### src/common/streamer_pkg.sv
// Shared definitions for the memory-to-stream source streamer.
// Holds the data widths, FIFO depths, the job configuration struct
// and the job state encoding. Modules import it inside their body and
// use scoped names for port types.

package streamer_pkg;

  // widths
  localparam int unsigned AddrWidth    = 32;  // byte address
  localparam int unsigned WordWidth    = 32;  // stream word
  localparam int unsigned MemDataWidth = WordWidth + 32;  // spare word for misaligned reads
  localparam int unsigned OffsetWidth  = 2;   // byte offset in a 32-bit word
  localparam int unsigned CntWidth     = 16;  // word, line and stride counts

  // queue sizes
  localparam int unsigned AddrFifoDepth   = 2;  // generator to request unit
  localparam int unsigned OffsetFifoDepth = 8;  // max loads in flight

  typedef logic [AddrWidth-1:0]    addr_t;
  typedef logic [WordWidth-1:0]    word_t;
  typedef logic [MemDataWidth-1:0] mem_data_t;
  typedef logic [OffsetWidth-1:0]  offset_t;
  typedef logic [CntWidth-1:0]     cnt_t;

  // job configuration held stable while a job runs
  typedef struct packed {
    addr_t base_addr;    // first byte address
    cnt_t  tot_len;      // words in the job
    cnt_t  line_len;     // words per line
    cnt_t  word_stride;  // bytes between words of a line
    cnt_t  line_stride;  // bytes between line starts
  } src_cfg_t;

  // job state of the memory source
  typedef enum logic [1:0] {
    SrcIdle,   // waiting for start
    SrcWork,   // generator still producing addresses
    SrcDrain   // all addresses out, waiting for the last words
  } src_state_e;

endpackage

### src/verilog/stream_fifo.sv
// Synchronous circular-buffer FIFO with a type parameter for the payload.
// Push and pop use valid/ready; a pushed entry is visible at the output
// one cycle later. clear_i empties the FIFO in the next cycle.
// Used for byte addresses and for the byte offsets of loads in flight.

`timescale 1ns/1ns

module stream_fifo #(
  parameter type         payload_t = logic,
  parameter int unsigned Depth     = 2
) (
  input  logic     clk_i,
  input  logic     rst_ni,
  input  logic     clear_i,
  input  logic     push_valid_i,
  input  payload_t push_data_i,
  output logic     push_ready_o,
  output logic     pop_valid_o,
  output payload_t pop_data_o,
  input  logic     pop_ready_i,
  output logic     empty_o,
  output logic     full_o
);

  typedef logic [$clog2(Depth)-1:0]   ptr_t;
  typedef logic [$clog2(Depth+1)-1:0] usage_t;

  payload_t mem_q [Depth];  // storage
  ptr_t     wr_ptr_q;
  ptr_t     rd_ptr_q;
  usage_t   usage_q;        // entries held
  logic     push_fire;
  logic     pop_fire;

  assign empty_o      = (usage_q == '0);
  assign full_o       = (usage_q == usage_t'(Depth));
  assign push_ready_o = ~full_o;
  assign pop_valid_o  = ~empty_o;
  assign pop_data_o   = mem_q[rd_ptr_q];

  assign push_fire = push_valid_i & ~full_o;
  assign pop_fire  = pop_ready_i & ~empty_o;

  always_ff @(posedge clk_i or negedge rst_ni) begin
    if (!rst_ni) begin
      wr_ptr_q <= '0;
      rd_ptr_q <= '0;
      usage_q  <= '0;
    end else if (clear_i) begin
      wr_ptr_q <= '0;  // drop everything held
      rd_ptr_q <= '0;
      usage_q  <= '0;
    end else begin
      if (push_fire) begin
        wr_ptr_q <= (wr_ptr_q == ptr_t'(Depth - 1)) ? '0 : wr_ptr_q + ptr_t'(1);  // wrap
      end
      if (pop_fire) begin
        rd_ptr_q <= (rd_ptr_q == ptr_t'(Depth - 1)) ? '0 : rd_ptr_q + ptr_t'(1);
      end
      if (push_fire && !pop_fire) begin
        usage_q <= usage_q + usage_t'(1);
      end else if (pop_fire && !push_fire) begin
        usage_q <= usage_q - usage_t'(1);
      end
    end
  end

  // payload write
  always_ff @(posedge clk_i) begin
    if (push_fire && !clear_i) begin
      mem_q[wr_ptr_q] <= push_data_i;
    end
  end

endmodule

### src/verilog/addr_gen.sv
// Two-dimensional address pattern generator of the source streamer.
// go_i loads the job from cfg_i; one byte address per accepted push
// follows, walking words of a line by word_stride and line starts by
// line_stride. gen_done_o rises after the last address is taken and
// stays high until clear_i.

`timescale 1ns/1ns

module addr_gen (
  input  logic                   clk_i,
  input  logic                   rst_ni,
  input  logic                   clear_i,
  input  logic                   go_i,
  input  streamer_pkg::src_cfg_t cfg_i,
  output logic                   addr_valid_o,
  output streamer_pkg::addr_t    addr_o,
  input  logic                   addr_ready_i,
  output logic                   gen_done_o
);

  import streamer_pkg::*;

  logic  busy_q;       // addresses left to issue
  logic  done_q;       // last address accepted
  cnt_t  word_cnt_q;   // index of the current word in the job
  cnt_t  line_cnt_q;   // position of the current word in its line
  addr_t line_base_q;  // first address of the current line
  addr_t cur_addr_q;   // address on the output
  logic  accept;
  logic  last_word;
  logic  last_in_line;
  addr_t next_line_base;

  assign addr_valid_o = busy_q;
  assign addr_o       = cur_addr_q;
  assign gen_done_o   = done_q;

  assign accept         = busy_q & addr_ready_i;
  assign last_word      = (word_cnt_q == cfg_i.tot_len - cnt_t'(1));
  assign last_in_line   = (line_cnt_q == cfg_i.line_len - cnt_t'(1));
  assign next_line_base = line_base_q + addr_t'(cfg_i.line_stride);

  // control state
  always_ff @(posedge clk_i or negedge rst_ni) begin
    if (!rst_ni) begin
      busy_q     <= 1'b0;
      done_q     <= 1'b0;
      word_cnt_q <= '0;
      line_cnt_q <= '0;
    end else if (clear_i) begin
      busy_q     <= 1'b0;
      done_q     <= 1'b0;
      word_cnt_q <= '0;
      line_cnt_q <= '0;
    end else if (go_i) begin
      busy_q     <= (cfg_i.tot_len != '0);
      done_q     <= (cfg_i.tot_len == '0);  // empty job ends at once
      word_cnt_q <= '0;
      line_cnt_q <= '0;
    end else if (accept) begin
      if (last_word) begin
        busy_q <= 1'b0;
        done_q <= 1'b1;
      end
      word_cnt_q <= word_cnt_q + cnt_t'(1);
      line_cnt_q <= last_in_line ? '0 : line_cnt_q + cnt_t'(1);
    end
  end

  // address registers
  always_ff @(posedge clk_i) begin
    if (go_i) begin
      line_base_q <= cfg_i.base_addr;
      cur_addr_q  <= cfg_i.base_addr;
    end else if (accept) begin
      if (last_in_line) begin
        line_base_q <= next_line_base;  // jump to next line
        cur_addr_q  <= next_line_base;
      end else begin
        cur_addr_q <= cur_addr_q + addr_t'(cfg_i.word_stride);
      end
    end
  end

endmodule

### src/source/mem_source.sv
// Memory side of the source streamer with the job FSM.
// Pops byte addresses, issues word-aligned loads on the 64-bit memory
// port and queues each load's byte offset. Responses go straight to the
// output stream, or through a hold register while the stream stalls,
// and are realigned to the queued offset. A word counter ends the job
// with a one-cycle done pulse. After clear_i, loads still in flight are
// drained from the memory port and dropped.

`timescale 1ns/1ns

module mem_source (
  input  logic                    clk_i,
  input  logic                    rst_ni,
  input  logic                    clear_i,
  input  logic                    start_i,
  input  streamer_pkg::src_cfg_t  cfg_i,
  output logic                    ready_start_o,
  output logic                    done_o,
  output logic                    gen_go_o,
  output logic                    gen_clear_o,
  input  logic                    gen_done_i,
  input  logic                    addr_valid_i,
  input  streamer_pkg::addr_t     addr_i,
  output logic                    addr_ready_o,
  input  logic                    addr_fifo_empty_i,
  output logic                    mem_req_o,
  output streamer_pkg::addr_t     mem_addr_o,
  input  logic                    mem_gnt_i,
  input  logic                    mem_rvalid_i,
  input  streamer_pkg::mem_data_t mem_rdata_i,
  output logic                    mem_rready_o,
  output logic                    stream_valid_o,
  output streamer_pkg::word_t     stream_data_o,
  input  logic                    stream_ready_i
);

  import streamer_pkg::*;

  src_state_e state_q, state_d;
  logic       finish;         // last word delivered
  logic       gnt_fire;
  logic       rsp_fire;
  logic       stream_fire;
  logic       off_push_ready;
  logic       off_valid;
  offset_t    off_head;       // offset of the oldest load
  logic       hold_valid_q;
  mem_data_t  hold_data_q;
  mem_data_t  rsp_data;
  cnt_t       word_cnt_q;     // stream transfers in this job
  cnt_t       in_flight_q;    // granted loads without response
  cnt_t       in_flight_d;
  cnt_t       drop_q;         // responses to discard after clear
  logic       drop_active;

  // request side
  assign mem_req_o    = (state_q != SrcIdle) & addr_valid_i & stream_ready_i & off_push_ready;
  assign mem_addr_o   = {addr_i[AddrWidth-1:OffsetWidth], {OffsetWidth{1'b0}}};  // word aligned
  assign gnt_fire     = mem_req_o & mem_gnt_i;
  assign addr_ready_o = gnt_fire;  // pop address on grant

  // byte offsets of loads in flight
  stream_fifo #(
    .payload_t ( offset_t        ),
    .Depth     ( OffsetFifoDepth )
  ) i_offset_fifo (
    .clk_i        ( clk_i                    ),
    .rst_ni       ( rst_ni                   ),
    .clear_i      ( clear_i                  ),
    .push_valid_i ( gnt_fire                 ),
    .push_data_i  ( addr_i[OffsetWidth-1:0]  ),
    .push_ready_o ( off_push_ready           ),
    .pop_valid_o  ( off_valid                ),
    .pop_data_o   ( off_head                 ),
    .pop_ready_i  ( stream_fire              ),
    .empty_o      (                          ),
    .full_o       (                          )
  );

  // response side
  assign drop_active    = (drop_q != '0);
  assign mem_rready_o   = stream_ready_i | drop_active;  // flush old loads after clear
  assign rsp_fire       = mem_rvalid_i & mem_rready_o;
  assign stream_valid_o = ~drop_active & off_valid & (mem_rvalid_i | hold_valid_q);
  assign stream_fire    = stream_valid_o & stream_ready_i;

  assign rsp_data      = hold_valid_q ? hold_data_q : mem_rdata_i;
  assign stream_data_o = rsp_data[{off_head, 3'b000} +: WordWidth];  // 4 bytes from offset

  always_ff @(posedge clk_i or negedge rst_ni) begin
    if (!rst_ni) begin
      hold_valid_q <= 1'b0;
    end else if (clear_i || stream_ready_i) begin
      hold_valid_q <= 1'b0;  // word leaves on ready
    end else if (mem_rvalid_i && !drop_active) begin
      hold_valid_q <= 1'b1;  // stalled response
    end
  end

  always_ff @(posedge clk_i) begin
    if (mem_rvalid_i && !stream_ready_i && !hold_valid_q && !drop_active) begin
      hold_data_q <= mem_rdata_i;  // capture once, then keep stable
    end
  end

  // loads in flight and drop count
  assign in_flight_d = in_flight_q + cnt_t'(gnt_fire) - cnt_t'(rsp_fire);

  always_ff @(posedge clk_i or negedge rst_ni) begin
    if (!rst_ni) begin
      in_flight_q <= '0;
      drop_q      <= '0;
    end else begin
      in_flight_q <= in_flight_d;
      if (clear_i) begin
        drop_q <= in_flight_d;  // everything outstanding is stale
      end else if (rsp_fire && drop_active) begin
        drop_q <= drop_q - cnt_t'(1);
      end
    end
  end

  // transfer counter
  always_ff @(posedge clk_i or negedge rst_ni) begin
    if (!rst_ni) begin
      word_cnt_q <= '0;
    end else if (clear_i || finish) begin
      word_cnt_q <= '0;
    end else if (stream_fire) begin
      word_cnt_q <= word_cnt_q + cnt_t'(1);
    end
  end

  // job FSM
  always_ff @(posedge clk_i or negedge rst_ni) begin
    if (!rst_ni) begin
      state_q <= SrcIdle;
    end else if (clear_i) begin
      state_q <= SrcIdle;
    end else begin
      state_q <= state_d;
    end
  end

  always_comb begin
    state_d = state_q;
    finish  = 1'b0;
    case (state_q)
      SrcIdle: begin
        if (start_i) begin
          state_d = SrcWork;
        end
      end
      SrcWork: begin
        if (gen_done_i) begin
          state_d = SrcDrain;  // no more addresses coming
        end
      end
      SrcDrain: begin
        if (addr_fifo_empty_i && (word_cnt_q == cfg_i.tot_len)) begin
          state_d = SrcIdle;
          finish  = 1'b1;
        end
      end
      default: begin
        state_d = SrcIdle;
      end
    endcase
  end

  assign ready_start_o = (state_q == SrcIdle);
  assign done_o        = finish;
  assign gen_go_o      = ready_start_o & start_i;
  assign gen_clear_o   = clear_i | finish;  // rearm generator for next job

endmodule

### src/verilog/source_streamer_top.sv
// Top level of the memory-to-stream source streamer.
// Joins the address generator, the address FIFO and the memory source.
// Start a job with start_i while ready_start_o is high; cfg_i must stay
// stable until done_o.

`timescale 1ns/1ns

module source_streamer_top (
  input  logic                    clk_i,
  input  logic                    rst_ni,
  input  logic                    clear_i,
  input  logic                    start_i,
  input  streamer_pkg::src_cfg_t  cfg_i,
  output logic                    ready_start_o,
  output logic                    done_o,
  output logic                    mem_req_o,
  output streamer_pkg::addr_t     mem_addr_o,
  input  logic                    mem_gnt_i,
  input  logic                    mem_rvalid_i,
  input  streamer_pkg::mem_data_t mem_rdata_i,
  output logic                    mem_rready_o,
  output logic                    stream_valid_o,
  output streamer_pkg::word_t     stream_data_o,
  input  logic                    stream_ready_i
);

  import streamer_pkg::*;

  logic  push_valid;  // generator to FIFO
  addr_t push_addr;
  logic  push_ready;
  logic  pop_valid;   // FIFO to memory source
  addr_t pop_addr;
  logic  pop_ready;
  logic  addr_fifo_empty;
  logic  gen_go;
  logic  gen_clear;
  logic  gen_done;

  addr_gen i_addr_gen (
    .clk_i        ( clk_i      ),
    .rst_ni       ( rst_ni     ),
    .clear_i      ( gen_clear  ),
    .go_i         ( gen_go     ),
    .cfg_i        ( cfg_i      ),
    .addr_valid_o ( push_valid ),
    .addr_o       ( push_addr  ),
    .addr_ready_i ( push_ready ),
    .gen_done_o   ( gen_done   )
  );

  stream_fifo #(
    .payload_t ( addr_t        ),
    .Depth     ( AddrFifoDepth )
  ) i_addr_fifo (
    .clk_i        ( clk_i           ),
    .rst_ni       ( rst_ni          ),
    .clear_i      ( clear_i         ),
    .push_valid_i ( push_valid      ),
    .push_data_i  ( push_addr       ),
    .push_ready_o ( push_ready      ),
    .pop_valid_o  ( pop_valid       ),
    .pop_data_o   ( pop_addr        ),
    .pop_ready_i  ( pop_ready       ),
    .empty_o      ( addr_fifo_empty ),
    .full_o       (                 )
  );

  mem_source i_mem_source (
    .clk_i             ( clk_i           ),
    .rst_ni            ( rst_ni          ),
    .clear_i           ( clear_i         ),
    .start_i           ( start_i         ),
    .cfg_i             ( cfg_i           ),
    .ready_start_o     ( ready_start_o   ),
    .done_o            ( done_o          ),
    .gen_go_o          ( gen_go          ),
    .gen_clear_o       ( gen_clear       ),
    .gen_done_i        ( gen_done        ),
    .addr_valid_i      ( pop_valid       ),
    .addr_i            ( pop_addr        ),
    .addr_ready_o      ( pop_ready       ),
    .addr_fifo_empty_i ( addr_fifo_empty ),
    .mem_req_o         ( mem_req_o       ),
    .mem_addr_o        ( mem_addr_o      ),
    .mem_gnt_i         ( mem_gnt_i       ),
    .mem_rvalid_i      ( mem_rvalid_i    ),
    .mem_rdata_i       ( mem_rdata_i     ),
    .mem_rready_o      ( mem_rready_o    ),
    .stream_valid_o    ( stream_valid_o  ),
    .stream_data_o     ( stream_data_o   ),
    .stream_ready_i    ( stream_ready_i  )
  );

endmodule

### config.mk
export PLATFORM = sky130hd
export DESIGN_NAME = source_streamer_top
export DESIGN_NICKNAME = d
export VERILOG_FILES = /design/src/common/streamer_pkg.sv /design/src/verilog/stream_fifo.sv /design/src/verilog/addr_gen.sv /design/src/source/mem_source.sv /design/src/verilog/source_streamer_top.sv
export SDC_FILE = /design/constraint.sdc
export NUM_CORES = 1
export LEC_CHECK = 0
export ABC_AREA = 1
export BUFFER_PORTS_ARGS = -buffer_cell sky130_fd_sc_hd__buf_4
export CAP_MARGIN = 20
export CORE_MARGIN = 2
export CORE_UTILIZATION = 34
export CTS_CLUSTER_SIZE = 25
export DETAILED_ROUTE_END_ITERATION = 8
export GPL_ROUTABILITY_DRIVEN = 0
export PLACE_DENSITY = 0.63
export SLEW_MARGIN = 20
export SYNTH_ARGS = -nofsm -noshare
export SYNTH_HDL_FRONTEND = slang
export SYNTH_SLANG_ARGS = --single-unit
### constraint.sdc
create_clock -name clk_i -period 11 [get_ports clk_i]
set_input_delay 3.3 -clock clk_i [delete_from_list [all_inputs] [get_ports clk_i]]
set_output_delay 3.3 -clock clk_i [all_outputs]
set_load 0.03 [all_outputs]
==> impl_metrics.ini, run 1 <==
[cells_and_area]
area_growth_pct = 17.3
fin_nets = 3088
layout_common_cells = nand2_1, inv_1, nor2_1
fill_cells = 5999
layout-drive-gt1-share_pct = 12.1
final_common_cell = nand2_1
diodes = 0

[global_route]
grt_usage_pct = 18.3
grt_pass1_wl_mm = 88.6
grt_overflow = 0
first_global_vias = 16700
grt_antenna_before_repair = 0
grt_max_degree = 70

[worst_setup_path]
reg2reg_from = i_mem_source.drop_q[0]$_DFFE_PN0P_
crit_path_top_delay_cell = nand4_1
worstPathRequired_ns = 7.70
rrSetupSlack_ns = 6.96
worst-path-buf-inv = 3
r2r_cells = 21
crit_type = in2out
arrival_ns = 4.54
crit_fanout = 5
rr_endpoint = i_mem_source.drop_q[10]$_DFFE_PN0P_
crit_path_max_incr_delay_ns = 0.23
end_kind = primary output
crit_chain = buf_4 > xnor2_1 > nand4_1 > nor2_1 > nand4_1 > inv_1 > buf_4
cp_top_family = simple AND/OR/NAND/NOR gates
start_kind = input pin

[synthesis]
synthFlopType = edfxtp_1
avgSynthCellArea_um2 = 7.50
synth_compound_area_share_pct = 8.96
synth_adder_area_share_pct = 4.20
synth_seq_cells = 299
async_reset_ff_share_pct = 33.1
syn_inst = 2675
ys_seq_area_share_pct = 42.3
netlist-cell-type-count = 58
synth_mux_area_share_pct = 1.85
synthXorXnorAreaFrac_pct = 4.08
yosys.area_share.simple_pct = 30.0
syn_area_um2 = 20100
yosysWarnings = 0
synth_top_family_by_area = simple AND/OR/NAND/NOR gates
synth_edf_count = 200

[timing]
setup_ws_ns = 3.16
finalSetupViolations = 0
fin_crit_ns = 7.84
skew_ns = 0.0218
fmax_mhz = 127
rsz0062_at_grt = no
tns_ns = 0
hold_violations = 0
finalCritPeriodShare_pct = 71.3
slew_headroom_pct = 35.2
finalMaxSlewViolations = 0
worstMarginPinSlew_ns = 0.970

[clocking]
cts_tree = built
clock_sinks = 299
cts_buffer_depth = 3
htree_levels = 2
clk_latency_ns = 0.55
clk_pin_slew_worst_paths_ns = 0.05
root_buffer = clkbuf_16
numCtsBuffers = 37
post_cts_buffers = 0
hold_buffers = 0
ctsResizeCount = 0

[detailed_routing]
drt_pass1_iterations = 5
drtAntennaViolNets = 0
via_per_inst = 4.83
avgRoutedWirePerCell_um = 15.4
routed_wl_mm = 56.3
drc_errors = 0
drtIter0Drc = 1036
vias = 17600

[power]
finalPower_uw = 4920
sequentialPowerShare_pct = 34.2
powerDensity_nw_per_um2 = 209
netSwitchingFraction_pct = 40.3
p_int_uw = 2940
ir_drop_uv = 141
clkPwrFrac_pct = 25.2
switchingPower_uw = 1980
comb_power_share_pct = 40.6
leakage_uw = 0.0107

[hold_path]
whs_endpoint = i_mem_source.drop_q[15]$_DFFE_PN0P_
hold_path_depth = 2
min_from = i_mem_source.drop_q[15]$_DFFE_PN0P_
holdCritPathClass = reg2reg

[run]
maxCapViolations = 0

[die]
initial_utilization_pct = 34.2
core_um2 = 58700
die_w_um = 247
die_h_um = 247
io_pins = 236
row_count = 89
die-area_um2 = 61000

[run_status]
status = completed

[placement]
dp_slack_ns = 3.16
port_buffers = 225
place_hpwl_mm = 42.8
Yosys cell counts (all sizes together) (3+ instances only):
cell | n | share of area (%)
clkbuf | 39 | 0.74
o31ai | 4 | 0.15
nand3 | 172 | 4.4
edfxtp | 200 | 30
nor3 | 42 | 1.2
ha | 61 | 3.8
xor2 | 58 | 2.6
or2 | 13 | 0.41
o22ai | 8 | 0.25
nand2 | 853 | 16
mux2i | 37 | 1.8
a21o | 3 | 0.11
a31oi | 8 | 0.25
a21boi | 3 | 0.11
inv | 317 | 5.9
and2 | 7 | 0.22
a21oi | 107 | 2.7
xnor2 | 32 | 1.4
fa | 4 | 0.40
nor2 | 282 | 5.7
o21ai | 184 | 4.6
nor4 | 7 | 0.22
o211ai | 6 | 0.22
buf | 59 | 1.9
nand3b | 11 | 0.41
o21bai | 6 | 0.22
nand4 | 39 | 1.2
dfrtp | 99 | 12
per-layer routing:
| metal | global-route usage [%] | vias up | share of wire (%) |
|---|---|---|---|
| li1 | - | 9070 | - |
| met2 | 30.4 | 418 | 47 |
| met4 | 5.07 | 0 | 2.3 |
| met3 | 3.51 | 84 | 6.3 |
| met5 | 0 | - | 0 |
| met1 | 24.2 | 8071 | 44 |
through the flow:
| step | instance area, um2 | cells | hold WS [ns] | utilization [%] |
|---|---|---|---|---|
| detailed placement | 22300 | 3590 | 0.470 | 38.0 |
| global placement | 22300 | 3590 | 0.461 | 38.0 |
| global route | 23500 | 3655 | 0.508 | 40.1 |
| floorplan | 20100 | 2676 | 0.449 | - |
| CTS | 23500 | 3655 | 0.484 | 40.1 |
| finish | 23500 | 3655 | 0.475 | 40.1 |
layout make-up:
type / count / area [um2] / share of cell area, %
clock inverter: 15 / 158 / 0.670
tap: 773 / 967 / 4.11
clock buffer: 50 / 1060 / 4.49
sequential: 299 / 8480 / 36.0
multi-input combinational: 1960 / 9880 / 42.0
timing repair buffer: 239 / 1790 / 7.62
inverter: 319 / 1200 / 5.09
worst max-delay path by stage:
stage                                from                 to  cells after the start
after floorplan           mem_rdata_i[25]  stream_data_o[25]                      4
after global placement          cfg_i[58]             done_o                      7
after detailed placement        cfg_i[58]             done_o                      7
after CTS                       cfg_i[58]             done_o                      7
after global routing            cfg_i[53]             done_o                     10
final                           cfg_i[58]             done_o                      7
power by group through the flow:
stage	clock network, uW	registers (uW)	logic (uW)
floorplan	0	1640	1460
global placement	0	1690	1970
detailed placement	0	1700	1980
CTS	1280	1680	1990
global route	1320	1710	2260
finish	1240	1680	2000
sequential cells by signal, indices dropped and copies added (netlist names):
signal / cells
i_addr_gen.addr_valid_o: 1
i_addr_fifo.usage_q: 2
i_mem_source.in_flight_q: 16
i_addr_gen.line_cnt_q: 16
i_addr_gen.line_base_q: 32
i_addr_fifo.mem_q: 64
i_mem_source.i_offset_fifo.usage_q: 4
i_mem_source.i_offset_fifo.mem_q: 16
i_mem_source.i_offset_fifo.wr_ptr_q: 3
i_mem_source.drop_q: 16
i_mem_source.hold_valid_q: 1
i_addr_gen.word_cnt_q: 16
i_mem_source.hold_data_q: 56
i_addr_fifo.wr_ptr_q: 1
i_mem_source.i_offset_fifo.rd_ptr_q: 3
i_mem_source.word_cnt_q: 16
i_addr_gen.addr_o: 32
i_addr_fifo.rd_ptr_q: 1
i_addr_gen.gen_done_o: 1
i_mem_source.state_q: 2
tightest hold or removal path, delay by kind of cell (launching register included):
family,cells,cell delay [ns]
simple gates,2,0.10
flops,1,0.34
kinds of logic (layout without fill, tap and decap cells):
group,Yosys count,in the layout
AOI/OAI and AO/OA,337,337
DFF,299,299
buffers and inverters,417,623
xor gates and xnor gates,91,91
other,1,2
muxes,37,37
adders and majority gates,65,65
and+or+nand+nor,1428,1428
Note: power is estimated with default switching activity, not from simulation.
==> run 2, diff against run 1 <==
--- a/config.mk
+++ b/config.mk
@@ -5,7 +5,7 @@
 export SDC_FILE = /design/constraint.sdc
 export NUM_CORES = 1
 export LEC_CHECK = 0
-export ABC_AREA = 1
+export ABC_AREA = 0
 export BUFFER_PORTS_ARGS = -buffer_cell sky130_fd_sc_hd__buf_4
 export CAP_MARGIN = 20
 export CORE_MARGIN = 2
@@ -13,7 +13,7 @@
 export CTS_CLUSTER_SIZE = 25
 export DETAILED_ROUTE_END_ITERATION = 8
 export GPL_ROUTABILITY_DRIVEN = 0
-export PLACE_DENSITY = 0.63
+export PLACE_DENSITY = 0.66
 export SLEW_MARGIN = 20
 export SYNTH_ARGS = -nofsm -noshare
 export SYNTH_HDL_FRONTEND = slang
==> constraint.sdc (replaced) <==
create_clock -name clk_i -period 7.1 [get_ports clk_i]
set_input_delay 2.13 -clock clk_i [delete_from_list [all_inputs] [get_ports clk_i]]
set_output_delay 2.13 -clock clk_i [all_outputs]
set_load 0.03 [all_outputs]
==> run 2 against run 1 <==
Effect of this change:
- final cell count fell by 31%
- routed wire length fell by 19%
- via count fell by 25%
- sequential share of layout area rose by 3.4 points
- final area fell by 8.6%
- clock-buffer cell count fell by 7
- area after synthesis fell by 10%
- critical path type is now reg2out
- critical endpoint is now stream_data_o[22]
==> impl_metrics.ini, run 2 <==
[synthesis]
synthTopCellsByCount = edfxtp_1, nor2_1, nand2_1, xnor2_1, dfrtp_1
synth_adder_area_share_pct = 4.67
synth_edf_count = 200
yosysTopAreaCellShare_pct = 33.3
synth_top_family_by_area = simple AND/OR/NAND/NOR gates
ys_seq_area_share_pct = 47.0
yosysWarnings = 0
synth.most_common_cell = edfxtp_1
avgSynthCellArea_um2 = 11.1
synthFlopType = edfxtp_1
async_reset_ff_share_pct = 33.1
netlist-cell-type-count = 85
synth_compound_area_share_pct = 9.99
synthXorXnorAreaFrac_pct = 8.44
synth_area_leaders = edfxtp_1, dfrtp_1, mux4_2
yosysTopAreaCell = edfxtp_1
synth_mux_area_share_pct = 11.4
synth_seq_cells = 299
yosys.area_share.simple_pct = 14.5
syn_inst = 1625
syn_area_um2 = 18000

[clocking]
numCtsBuffers = 38
root_buffer = clkbuf_16
cts_tree = built
post_cts_buffers = 0
htree_levels = 2
cts_buffer_depth = 3
clk_pin_slew_worst_paths_ns = 0.06
clk_latency_ns = 0.56
clock_sinks = 299
ctsResizeCount = 0
hold_buffers = 0

[hold_path]
hold_path_depth = 1
holdCritPathClass = reg2reg
whs_endpoint = i_mem_source.state_q[0]$_DFFE_PN0P_
min_from = i_mem_source.state_q[1]$_DFFE_PN0P_

[worst_setup_path]
rr_endpoint = i_mem_source.drop_q[14]$_DFFE_PN0P_
start_kind = register
worstPathRequired_ns = 4.97
end_kind = primary output
crit_fanout = 24
r2r_cells = 17
reg2reg_from = i_mem_source.drop_q[2]$_DFFE_PN0P_
crit_type = reg2out
rrSetupSlack_ns = 2.25
arrival_ns = 3.67

[detailed_routing]
via_per_inst = 5.23
vias = 13200
drt_pass1_iterations = 6
drtAntennaViolNets = 0
avgRoutedWirePerCell_um = 18.1
drtIter0Drc = 868
routed_wl_mm = 45.8
drc_errors = 0

[power]
powerDensity_nw_per_um2 = 283
p_int_uw = 4100
leakage_uw = 0.00823
switchingPower_uw = 2000
comb_power_share_pct = 30.1
sequentialPowerShare_pct = 37.7
clkPwrFrac_pct = 32.2
finalPower_uw = 6100
netSwitchingFraction_pct = 32.7
ir_drop_uv = 148

[global_route]
grt_max_degree = 69
grt_pass1_wl_mm = 70.6
grt_antenna_before_repair = 0
grt_overflow = 0
first_global_vias = 12800
grt_usage_pct = 16.3

[timing]
skew_ns = 0.0276
finalCritPeriodShare_pct = 81.6
worstMarginPinSlew_ns = 1.00
tns_ns = 0
rsz0062_at_grt = no
fmax_mhz = 173
finalMaxSlewViolations = 0
slew_headroom_pct = 33.1
finalSetupViolations = 0
hold_violations = 0
fin_crit_ns = 5.80

[cells_and_area]
largest_reg_flops = 64
finalNonFillerCells = 2531
area_growth_pct = 19.2
largestRegisters = i_addr_fifo.mem_q (64), i_mem_source.hold_data_q (56)
final_common_cell = buf_4
regMostFlops = i_addr_fifo.mem_q
postLayoutCoreUtil_pct = 40.9
layout_common_cells = buf_4, edfxtp_1, nor2_1
fin_nets = 2044
layout-drive-gt1-share_pct = 24.9
fill_cells = 5027
design_area_um2 = 21500

[die]
io_pins = 236
die_w_um = 234
die-area_um2 = 54900
core_um2 = 52600
die_h_um = 234
row_count = 84
initial_utilization_pct = 34.3

[placement]
dp.cells = 2460
place_hpwl_mm = 33.8
port_buffers = 225
dpl-instance-area_um2 = 20200

[run_status]
status = completed

[run]
maxCapViolations = 0
-- run 2: cell types whose count changed in the layout (fill, tap and decap cells not counted), sizes merged, moves of 72 or more --
cell / change
xnor2: +73
o21ai: -113
nand3: -134
mux2: +72
nor2: -141
inv: -256
nand2: -729
-- run 2: critical path, stage by stage, from the launching register on --
cell and delay (ns):
dfrtp_1 0.53, mux4_2 0.58, mux2i_4 0.75, buf_4 0.40, mux4_2 0.35, mux2_2 0.30
buf_4 0.17
-- run 2: through the flow --
| step | hold slack [ns] | worst slack [ns] |
|---|---|---|
| 3_3_place_gp | 0.479 | 1.35 |
| 6_report | 0.489 | 1.30 |
| 3_5_place_dp | 0.492 | 1.18 |
| 2_1_floorplan | 0.445 | 0.240 |
| 5_1_grt | 0.521 | 1.13 |
| 4_1_cts | 0.501 | 1.26 |
-- run 2: layer usage --
layer	global-route usage [%]	share of wire, %	vias to the layer above
met5	0	0	-
met1	22.1	44	6404
met2	26.4	46	422
met4	4.62	2.2	0
li1	-	-	6360
met3	3.40	7.1	57
-- run 2: cells by family after synthesis --
group                    after synthesis
AND/OR/NAND/NOR                      518
multiplexers                         140
flip-flops                           299
adder cells (fa/ha/maj)               65
XOR/XNOR                             174
buffers and inverters                150
other                                  1
AO/OA/AOI/OAI                        278
-- run 2: worst max-delay path by stage --
stage / startpoint / end / cells after the start
after global placement: stream_ready_i / i_mem_source.drop_q[14]$_DFFE_PN0P_ / 15
after global routing: i_mem_source.i_offset_fifo.rd_ptr_q[0]$_DFFE_PN0P_ / stream_data_o[12] / 6
after floorplan: cfg_i[34] / i_addr_gen.line_base_q[0]$_DFFE_PP_ / 10
after detailed placement: stream_ready_i / i_mem_source.drop_q[14]$_DFFE_PN0P_ / 15
final: i_mem_source.i_offset_fifo.rd_ptr_q[0]$_DFFE_PN0P_ / stream_data_o[22] / 6
after CTS: i_mem_source.i_offset_fifo.rd_ptr_q[0]$_DFFE_PN0P_ / stream_data_o[22] / 6
-- run 2: layout make-up --
type / count / area, um2 / share of cell area [%]
timing repair buffer: 240 / 1800 / 8.37
clock buffer: 43 / 990 / 4.60
inverter: 56 / 210 / 0.977
sequential: 299 / 8480 / 39.4
antenna: 1 / 2.50 / 0.0116
clock inverter: 27 / 280 / 1.30
multi-input combinational: 1177 / 8890 / 41.3
tap: 688 / 861 / 4.00
-- run 2: power by group through the flow --
stage	Clock (uW)	Sequential (uW)	Combinational, uW
detailed placement	0	2330	1820
global placement	0	2320	1750
CTS	2030	2300	1840
global route	2090	2320	2040
finish	1970	2300	1840
floorplan	0	2270	1360
